### config.mk
export PLATFORM = sky130hd
export DESIGN_NAME = tx_iq_top
export DESIGN_NICKNAME = d
export VERILOG_FILES = /design/src/tx_stream_pkg.sv /design/src/tx_nibble_assembler.sv /design/src/iq_word_packer.sv /design/src/dsiq_fifo.sv /design/src/tx_control_regs.sv /design/src/tx_sample_sender.sv /design/src/tx_iq_top.sv
export SDC_FILE = /design/constraint.sdc
export NUM_CORES = 1
export LEC_CHECK = 0
export BUFFER_PORTS_ARGS = -buffer_cell sky130_fd_sc_hd__buf_4
export CELL_PAD_IN_SITES_DETAIL_PLACEMENT = 0
export CELL_PAD_IN_SITES_GLOBAL_PLACEMENT = 2
export CORE_ASPECT_RATIO = 0.6
export CORE_MARGIN = 2
export CORE_UTILIZATION = 40
export DETAILED_ROUTE_END_ITERATION = 8
export PLACE_DENSITY_LB_ADDON = 0.1
export SLEW_MARGIN = 20
export SYNTH_ARGS = -nofsm -noshare
export SYNTH_HDL_FRONTEND = slang
export SYNTH_SLANG_ARGS = --single-unit
### constraint.sdc
create_clock -name pi_tx_clk -period 4.4 [get_ports pi_tx_clk]
set_input_delay 0.22 -clock pi_tx_clk [delete_from_list [all_inputs] [get_ports pi_tx_clk]]
set_output_delay 0.22 -clock pi_tx_clk [all_outputs]
set_load 0.03 [all_outputs]
### src/tx_stream_pkg.sv
// Shared widths, IQ and control structs, command opcodes for the TX ingest path
// Opcode values are the 6-bit address field of the host command word

package tx_stream_pkg;

  // --------------------------------------------------
  // Widths
  // --------------------------------------------------
  localparam int NIBBLE_W   = 4;
  localparam int BYTE_W     = 8;
  localparam int WORD_W     = 32;
  localparam int RATE_DIV_W = 10;

  // One IQ sample pair as it leaves the FIFO
  // i_sample sits in the upper half of the byte-reversed word
  typedef struct packed {
    logic [WORD_W/2-1:0] i_sample;
    logic [WORD_W/2-1:0] q_sample;
  } iq_word_t;

  // Transmit control state
  typedef struct packed {
    logic                  run;
    logic                  ptt;
    logic                  cwx_en;
    // Tick period in clocks, minus one
    logic [RATE_DIV_W-1:0] rate_div;
  } tx_ctrl_t;

  // Reset value: idle, receive, 8-clock sample period
  localparam tx_ctrl_t TX_CTRL_RST = '{run: 1'b0, ptt: 1'b0, cwx_en: 1'b0,
                                       rate_div: RATE_DIV_W'(7)};

  // --------------------------------------------------
  // Command interface
  // --------------------------------------------------
  typedef enum logic [5:0] {
    OP_NOP         = 6'h00,
    OP_TX_CTRL     = 6'h01,  // data[2:0] = {cwx_en, ptt, run}
    OP_SAMPLE_RATE = 6'h02   // data[9:0] = rate_div
  } tx_opcode_e;

  // Low 38 bits of the 48-bit host command
  typedef struct packed {
    tx_opcode_e  opcode;
    logic [31:0] data;
  } tx_cmd_t;

endpackage

### src/tx_nibble_assembler.sv
// Joins two nibbles into a byte, high nibble first, both on rising edges
// A frame-start nibble always opens a new byte; a half byte in progress is lost
`timescale 1ns/10ps

module tx_nibble_assembler import tx_stream_pkg::*; (
  input  logic                pi_tx_clk,
  input  logic                rst,
  input  logic [NIBBLE_W-1:0] pi_tx_data,
  input  logic                tx_nibble_valid,
  input  logic                tx_frame_start,
  output logic [BYTE_W-1:0]   byte_data,
  output logic                byte_strobe,
  output logic                frame_restart
);

  // Set while the next nibble is the low half
  logic                low_phase;
  logic [NIBBLE_W-1:0] hi_nibble;
  logic                take_high;

  // A nibble goes to the high half on frame start or when no byte is open
  assign take_high = tx_frame_start || !low_phase;

  // --------------------------------------------------
  // Phase and strobes
  // --------------------------------------------------
  always_ff @(posedge pi_tx_clk) begin
    if (rst) begin
      low_phase     <= 1'b0;
      byte_strobe   <= 1'b0;
      frame_restart <= 1'b0;
    end else begin
      // Single-cycle pulses by default
      byte_strobe   <= 1'b0;
      frame_restart <= 1'b0;
      if (tx_nibble_valid) begin
        if (take_high) begin
          low_phase <= 1'b1;
        end else begin
          low_phase   <= 1'b0;
          byte_strobe <= 1'b1;
        end
        // Tells the packer to restart at byte 0
        frame_restart <= tx_frame_start;
      end
    end
  end

  // --------------------------------------------------
  // Nibble data
  // --------------------------------------------------
  always_ff @(posedge pi_tx_clk) begin
    if (tx_nibble_valid) begin
      if (take_high) begin
        hi_nibble <= pi_tx_data;
      end else begin
        byte_data <= {hi_nibble, pi_tx_data};
      end
    end
  end

endmodule

### src/iq_word_packer.sv
// Packs bytes b0..b3 into the word {b3, b2, b1, b0}
// frame_restart never coincides with byte_strobe from the assembler
`timescale 1ns/10ps

module iq_word_packer import tx_stream_pkg::*; (
  input  logic              pi_tx_clk,
  input  logic              rst,
  input  logic [BYTE_W-1:0] byte_data,
  input  logic              byte_strobe,
  input  logic              frame_restart,
  output iq_word_t          word,
  output logic              word_strobe
);

  // Position of the next byte within the word
  logic [1:0]        byte_cnt;
  // Bytes enter at the top and move down, so b0 ends in the lowest lane
  logic [WORD_W-1:0] shift_q;

  // --------------------------------------------------
  // Byte count and word strobe
  // --------------------------------------------------
  always_ff @(posedge pi_tx_clk) begin
    if (rst) begin
      byte_cnt    <= 2'd0;
      word_strobe <= 1'b0;
    end else begin
      word_strobe <= 1'b0;
      if (frame_restart) begin
        // Realign to byte 0
        byte_cnt <= 2'd0;
      end else if (byte_strobe) begin
        // Wraps from 3 back to 0 on its own
        byte_cnt <= byte_cnt + 2'd1;
        if (byte_cnt == 2'd3) begin
          word_strobe <= 1'b1;
        end
      end
    end
  end

  // --------------------------------------------------
  // Byte shift register
  // --------------------------------------------------
  always_ff @(posedge pi_tx_clk) begin
    if (byte_strobe && !frame_restart) begin
      shift_q <= {byte_data, shift_q[WORD_W-1:BYTE_W]};
    end
  end

  // After the fourth shift the register holds the full reversed word,
  // stable while word_strobe is high
  assign word = iq_word_t'(shift_q);

endmodule

### src/dsiq_fifo.sv
// Show-ahead register FIFO, FIFO_DEPTH a power of two and at least 2
// Writes to a full FIFO are dropped; overflow stays set until reset
`timescale 1ns/10ps

module dsiq_fifo import tx_stream_pkg::*; #(
  parameter int FIFO_DEPTH = 16
) (
  input  logic                        pi_tx_clk,
  input  logic                        rst,
  input  iq_word_t                    wr_word,
  input  logic                        wr_strobe,
  input  logic                        rd_pop,
  input  logic                        flush,
  output iq_word_t                    rd_word,
  output logic                        empty,
  output logic [$clog2(FIFO_DEPTH):0] level,
  output logic                        overflow
);

  localparam int AW = $clog2(FIFO_DEPTH);

  // --------------------------------------------------
  // Storage and pointers
  // --------------------------------------------------
  iq_word_t      mem [FIFO_DEPTH];
  logic [AW-1:0] wr_ptr;
  logic [AW-1:0] rd_ptr;
  logic          full;
  logic          wr_ok;
  logic          rd_ok;

  assign full  = (level == (AW+1)'(FIFO_DEPTH));
  assign empty = (level == '0);

  // Accepted write and read this cycle
  assign wr_ok = wr_strobe && !full && !flush;
  assign rd_ok = rd_pop && !empty && !flush;

  // Head word shown before the pop
  assign rd_word = mem[rd_ptr];

  always_ff @(posedge pi_tx_clk) begin
    if (wr_ok) begin
      mem[wr_ptr] <= wr_word;
    end
  end

  // --------------------------------------------------
  // Pointer and level update
  // --------------------------------------------------
  always_ff @(posedge pi_tx_clk) begin
    if (rst) begin
      wr_ptr <= '0;
      rd_ptr <= '0;
      level  <= '0;
    end else if (flush) begin
      // Drop everything, flags untouched
      wr_ptr <= '0;
      rd_ptr <= '0;
      level  <= '0;
    end else begin
      // Pointers wrap by width
      if (wr_ok) begin
        wr_ptr <= wr_ptr + AW'(1);
      end
      if (rd_ok) begin
        rd_ptr <= rd_ptr + AW'(1);
      end
      case ({wr_ok, rd_ok})
        2'b10:   level <= level + (AW+1)'(1);
        2'b01:   level <= level - (AW+1)'(1);
        default: level <= level;
      endcase
    end
  end

  // --------------------------------------------------
  // Sticky overflow
  // --------------------------------------------------
  always_ff @(posedge pi_tx_clk) begin
    if (rst) begin
      overflow <= 1'b0;
    end else if (wr_strobe && full) begin
      overflow <= 1'b1;
    end
  end

endmodule

### src/tx_control_regs.sv
// Command decoder for the transmit control state
// Unknown opcodes are ignored; only the addressed fields change
`timescale 1ns/10ps

module tx_control_regs import tx_stream_pkg::*; (
  input  logic     pi_tx_clk,
  input  logic     rst,
  input  tx_cmd_t  cmd,
  input  logic     cmd_strobe,
  output tx_ctrl_t tx_ctrl
);

  // --------------------------------------------------
  // Opcode decode
  // --------------------------------------------------
  always_ff @(posedge pi_tx_clk) begin
    if (rst) begin
      tx_ctrl <= TX_CTRL_RST;
    end else if (cmd_strobe) begin
      case (cmd.opcode)
        OP_TX_CTRL: begin
          // Run, PTT and CW-by-IQ enable in one write
          tx_ctrl.run    <= cmd.data[0];
          tx_ctrl.ptt    <= cmd.data[1];
          tx_ctrl.cwx_en <= cmd.data[2];
        end
        OP_SAMPLE_RATE: begin
          tx_ctrl.rate_div <= cmd.data[RATE_DIV_W-1:0];
        end
        OP_NOP: begin
          tx_ctrl <= tx_ctrl;
        end
        default: begin
          // Unassigned address, state kept
          tx_ctrl <= tx_ctrl;
        end
      endcase
    end
  end

endmodule

### src/tx_sample_sender.sv
// Releases one FIFO word per sample tick, zeroed while PTT is clear
// Flush is a one-cycle pulse when run falls; words written with run clear are kept
`timescale 1ns/10ps

module tx_sample_sender import tx_stream_pkg::*; (
  input  logic     pi_tx_clk,
  input  logic     rst,
  input  tx_ctrl_t tx_ctrl,
  input  iq_word_t head_word,
  input  logic     empty,
  output logic     pop,
  output logic     flush,
  output iq_word_t dac_word,
  output logic     dac_strobe,
  output logic     cw_key,
  output logic     tx_on,
  output logic     underrun
);

  logic [RATE_DIV_W-1:0] tick_cnt;
  logic                  tick;
  logic                  run_q;

  // --------------------------------------------------
  // Sample tick
  // --------------------------------------------------
  assign tick = tx_ctrl.run && (tick_cnt == '0);

  always_ff @(posedge pi_tx_clk) begin
    if (rst) begin
      tick_cnt <= TX_CTRL_RST.rate_div;
    end else if (!tx_ctrl.run || tick_cnt == '0) begin
      // Held at the period while stopped, restarted after each tick
      tick_cnt <= tx_ctrl.rate_div;
    end else begin
      tick_cnt <= tick_cnt - RATE_DIV_W'(1);
    end
  end

  // Run edge detect for the flush pulse
  always_ff @(posedge pi_tx_clk) begin
    if (rst) begin
      run_q <= 1'b0;
    end else begin
      run_q <= tx_ctrl.run;
    end
  end

  assign flush = run_q && !tx_ctrl.run;
  assign pop   = tick && !empty;

  // --------------------------------------------------
  // DAC side outputs
  // --------------------------------------------------
  always_ff @(posedge pi_tx_clk) begin
    if (rst) begin
      dac_strobe <= 1'b0;
      cw_key     <= 1'b0;
      tx_on      <= 1'b0;
      underrun   <= 1'b0;
    end else begin
      dac_strobe <= pop;
      tx_on      <= tx_ctrl.run && tx_ctrl.ptt;
      // Key-down follows the word just sent; key-up while stopped
      if (pop) begin
        cw_key <= tx_ctrl.cwx_en && tx_ctrl.ptt && (|head_word);
      end else if (!tx_ctrl.run) begin
        cw_key <= 1'b0;
      end
      // Tick with nothing queued
      if (tick && empty) begin
        underrun <= 1'b1;
      end
    end
  end

  // Sample payload, zero unless PTT is on
  always_ff @(posedge pi_tx_clk) begin
    if (pop) begin
      dac_word <= tx_ctrl.ptt ? head_word : '0;
    end
  end

endmodule

### src/tx_iq_top.sv
// Transmit IQ ingest top: nibbles in, paced IQ words out, single clock
// Command word bits 47:38 are not decoded
`timescale 1ns/10ps

module tx_iq_top import tx_stream_pkg::*; #(
  parameter int FIFO_DEPTH = 16
) (
  input  logic                        pi_tx_clk,
  input  logic                        rst,
  input  logic [NIBBLE_W-1:0]         pi_tx_data,
  input  logic                        tx_nibble_valid,
  input  logic                        tx_frame_start,
  input  logic [47:0]                 cmd_word,
  input  logic                        cmd_strobe,
  output iq_word_t                    dac_word,
  output logic                        dac_strobe,
  output logic                        cw_key,
  output logic                        tx_on,
  output logic [$clog2(FIFO_DEPTH):0] fifo_level,
  output logic                        overflow,
  output logic                        underrun
);

  // --------------------------------------------------
  // Internal links
  // --------------------------------------------------
  logic [BYTE_W-1:0] byte_data;
  logic              byte_strobe;
  logic              frame_restart;
  iq_word_t          word;
  logic              word_strobe;
  iq_word_t          head_word;
  logic              fifo_empty;
  logic              pop;
  logic              flush;
  tx_cmd_t           cmd;
  tx_ctrl_t          tx_ctrl;

  // Opcode and data from the low 38 bits
  assign cmd = tx_cmd_t'(cmd_word[37:0]);

  tx_nibble_assembler u_assembler (
    .pi_tx_clk       (pi_tx_clk),
    .rst             (rst),
    .pi_tx_data      (pi_tx_data),
    .tx_nibble_valid (tx_nibble_valid),
    .tx_frame_start  (tx_frame_start),
    .byte_data       (byte_data),
    .byte_strobe     (byte_strobe),
    .frame_restart   (frame_restart)
  );

  iq_word_packer u_packer (
    .pi_tx_clk     (pi_tx_clk),
    .rst           (rst),
    .byte_data     (byte_data),
    .byte_strobe   (byte_strobe),
    .frame_restart (frame_restart),
    .word          (word),
    .word_strobe   (word_strobe)
  );

  dsiq_fifo #(.FIFO_DEPTH(FIFO_DEPTH)) u_fifo (
    .pi_tx_clk (pi_tx_clk),
    .rst       (rst),
    .wr_word   (word),
    .wr_strobe (word_strobe),
    .rd_pop    (pop),
    .flush     (flush),
    .rd_word   (head_word),
    .empty     (fifo_empty),
    .level     (fifo_level),
    .overflow  (overflow)
  );

  tx_control_regs u_ctrl (
    .pi_tx_clk  (pi_tx_clk),
    .rst        (rst),
    .cmd        (cmd),
    .cmd_strobe (cmd_strobe),
    .tx_ctrl    (tx_ctrl)
  );

  tx_sample_sender u_sender (
    .pi_tx_clk  (pi_tx_clk),
    .rst        (rst),
    .tx_ctrl    (tx_ctrl),
    .head_word  (head_word),
    .empty      (fifo_empty),
    .pop        (pop),
    .flush      (flush),
    .dac_word   (dac_word),
    .dac_strobe (dac_strobe),
    .cw_key     (cw_key),
    .tx_on      (tx_on),
    .underrun   (underrun)
  );

endmodule

==> results.sh <==
export IMPL_finalClockSkew_ns=0.0206
export IMPL_finalPower_mw=12.2
export IMPL_place_worst_setup_slack_ns=1.00
export IMPL_synthArstFlopShare_pct=0
export IMPL_root_buffer="clkbuf_16"
export IMPL_synthDistinctLibCells=47
export IMPL_seq_area_frac_synth_pct=77.7
export IMPL_path_class="flip-flop to flip-flop"
export IMPL_pin_count=99
export IMPL_track_usage_pct=19.1
export IMPL_setup_violations=0
export IMPL_final_cell_mix="edfxtp_1 (588), mux4_2 (128), buf_4 (107)"
export IMPL_drc_errors=0
export IMPL_r2r_setup_slack_ns=1.00
export IMPL_final_common_cell="edfxtp_1"
export IMPL_instances_no_fill=2141
export IMPL_place_congestion=0.716
export IMPL_max_cap_violations=0
export IMPL_fin_ws_ns=1.00
export IMPL_cts_made_buffers=59
export IMPL_row_count=69
export IMPL_first_pass_iters=5
export IMPL_avgSynthCellArea_sq_um=20.5
export IMPL_layout_min_cycle_time_ns=3.40
export IMPL_final_util_pct=47.5
export IMPL_grt_pass1_wl_microns=84700
export IMPL_leakagePower_nw=8.76
export IMPL_cts_tree="yes"
export IMPL_yosysWarningCount=0
export IMPL_antenna_cells=0
export IMPL_cts_sink_count=640
export IMPL_grt_antenna_before_repair=1
export IMPL_wl_per_cell_microns=27.4
export IMPL_synth_ff_type="edfxtp_1"
export IMPL_synth_nets=1241
export IMPL_cts_buffer_depth=3
export IMPL_place_inst=2009
export IMPL_nFillCells=4956
export IMPL_clk_latency_ns=0.61
export IMPL_grt_max_degree=36
export IMPL_dieHeight_microns=194
export IMPL_setup_tns_ns=0
export IMPL_cts_resized_gates=0
export IMPL_maxSlewViolCount=0
export IMPL_min_path_type="primary input to flip-flop"
export IMPL_wl_microns=58700
export IMPL_initial_core_util_pct=40.6
export IMPL_portBuffers=66
export IMPL_die_area_sq_um=62200
export IMPL_finalNetCount=1377
export IMPL_tightest_slew_ns=1.10
export IMPL_rsz0062_at_grt="no"
export IMPL_multi_input_area_sq_um=5200
export IMPL_power_density_nw_per_um2=432
export IMPL_cp_data_arrival_time_ns=3.86
export IMPL_num_vias=11700
export IMPL_core_sq_um=59300
export IMPL_worstPathMaxFanout=7
export IMPL_grt_overflow=0
export IMPL_ys_top_cells_by_area="edfxtp_1 (73%), mux4_2 (12%), dfxtp_1 (4.3%), a22oi_1 (2.0%), nor2_1 (1.0%)"
export IMPL_synth_edf_count=588
export IMPL_hpwl_microns=33100
export IMPL_grt_pass1_vias=11800
export IMPL_syn_to_final_growth_pct=17.1
export IMPL_regArea_sq_um=18700
export IMPL_cts_reportedPaths_clkPinSlew_ns=0.06
export IMPL_synth_largest_area_cell="edfxtp_1"
export IMPL_ir_drop_mv=0.318
export IMPL_post_drt_via_cell_ratio=5.48
export IMPL_die_w_microns=321
export IMPL_drive_gt1_share_pct=27.0
export IMPL_crit_path_end_kind="flip-flop"
export IMPL_required_ns=4.86
export IMPL_max_slew_margin_rel_pct=26.2
export IMPL_syn_inst=1174
export IMPL_period_share_pct=77.3
export IMPL_syn_area_sq_um=24100
export IMPL_max_freq_mhz=294
export IMPL_synth_seq_cells=640
export IMPL_post_cts_buffers=0
export IMPL_outcome="complete, no violations"
export IMPL_htree_levels=2
export IMPL_yosysTopAreaCellShare_pct=73.4
export IMPL_drtIter0Drc=1160
export IMPL_ant_nets=0
export IMPL_hold_viol=0
export IMPL_start_kind="flip-flop"
==> per-stage QoR <==
step / hold slack (ns) / area, sq um
2_1_floorplan: 0.298 / 24100
3_3_place_gp: 0.401 / 25800
3_5_place_dp: 0.406 / 25800
4_1_cts: 0.00171 / 28200
5_1_grt: 0.0428 / 28200
6_report: 0.0515 / 28200
==> worst max-delay path, cell delays in order (launching register included) <==
cell      delay [ns]
dfxtp_1         0.33
inv_1           0.06
ha_1            0.18
nor3b_2         0.45
nand4_1         0.46
nor3_4          0.43
xor2_1          0.12
ha_1            0.19
nand2b_1        0.19
a32o_1          0.27
a221o_1         0.37
xor2_1          0.15
nor2_1          0.05
==> layout make-up <==
class	instances	area share, %
clock buffer	65	5.47
clock inverter	46	1.98
inverter	8	0.107
multi-input combinational	466	18.5
sequential	640	66.4
tap	781	3.47
timing repair buffer	135	4.10
==> cells by family (layout without fill, tap and decap cells) <==
group	Yosys count	after routing	synth area share, %
DFF	640	640	77.7
and+or+nand+nor	201	201	4.19
muxes	142	142	12.6
AOI/OAI and AO/OA	95	95	3.01
buffers and inverters	68	254	1.33
xor gates and xnor gates	18	18	0.655
adders and majority gates	10	10	0.520
==> flip-flops by register name, summed over array words and instances (netlist names), named ones only <==
signal                     cells
u_packer.byte_cnt              2
u_fifo.level                   5
u_fifo.overflow                1
u_ctrl.tx_ctrl                13
u_sender.dac_strobe            1
u_fifo.rd_ptr                  4
u_sender.tick_cnt             10
u_packer.word_strobe           1
u_assembler.hi_nibble          4
u_sender.underrun              1
u_fifo.mem                   512
u_packer.word                 32
u_assembler.byte_strobe        1
u_sender.run_q                 1
u_fifo.wr_ptr                  4
u_sender.tx_on                 1
u_assembler.frame_restart      1
u_assembler.low_phase          1
u_assembler.byte_data          8
u_sender.dac_word             32
u_sender.cw_key                1
==> routing by layer <==
layer	wire, microns	part of all wire (%)	track usage (%)
met5	0	0	0
met4	741	1.3	3.23
met3	3660	6.2	4.06
met2	25400	43	27.4
met1	28900	49	30.1
==> final timing paths <==
| path | from | cells after the start | to |
|---|---|---|---|
| worst max-delay path | u_sender.tick_cnt[0] | 12 | u_fifo.level[4] |
| worst min-delay path | cmd_word[33] | 4 | u_ctrl.tx_ctrl[11] |
| worst max register to register | u_sender.tick_cnt[0] | 12 | u_fifo.level[4] |
| worst min register to register | u_assembler.hi_nibble[0] | 0 | u_assembler.byte_data[4] |
==> cells in the mapped netlist (all sizes together) (10+ instances only) <==
| cell type | instances |
|---|---|
| nor3 | 14 |
| buf | 21 |
| nor4 | 12 |
| clkbuf | 39 |
| ha | 10 |
| and2 | 34 |
| edfxtp | 588 |
| a22oi | 64 |
| nand2 | 48 |
| nor2 | 65 |
| dfxtp | 52 |
| mux2i | 14 |
| mux4 | 128 |
==> power by group <==
group | internal [mW] | total (mW) | switching [mW] | leakage (nW)
logic | 0.0289 | 0.0544 | 0.0255 | 2.10
clock network | 3.28 | 5.53 | 2.24 | 1.02
registers | 6.57 | 6.58 | 0.0177 | 5.65
==> timing repair <==
action	in CTS	in global routing
hold buffers	21	0
endpoints found under the hold margin	26	0
endpoints found under the setup margin	0	0
No activity file was read; power rests on OpenSTA's default activity.
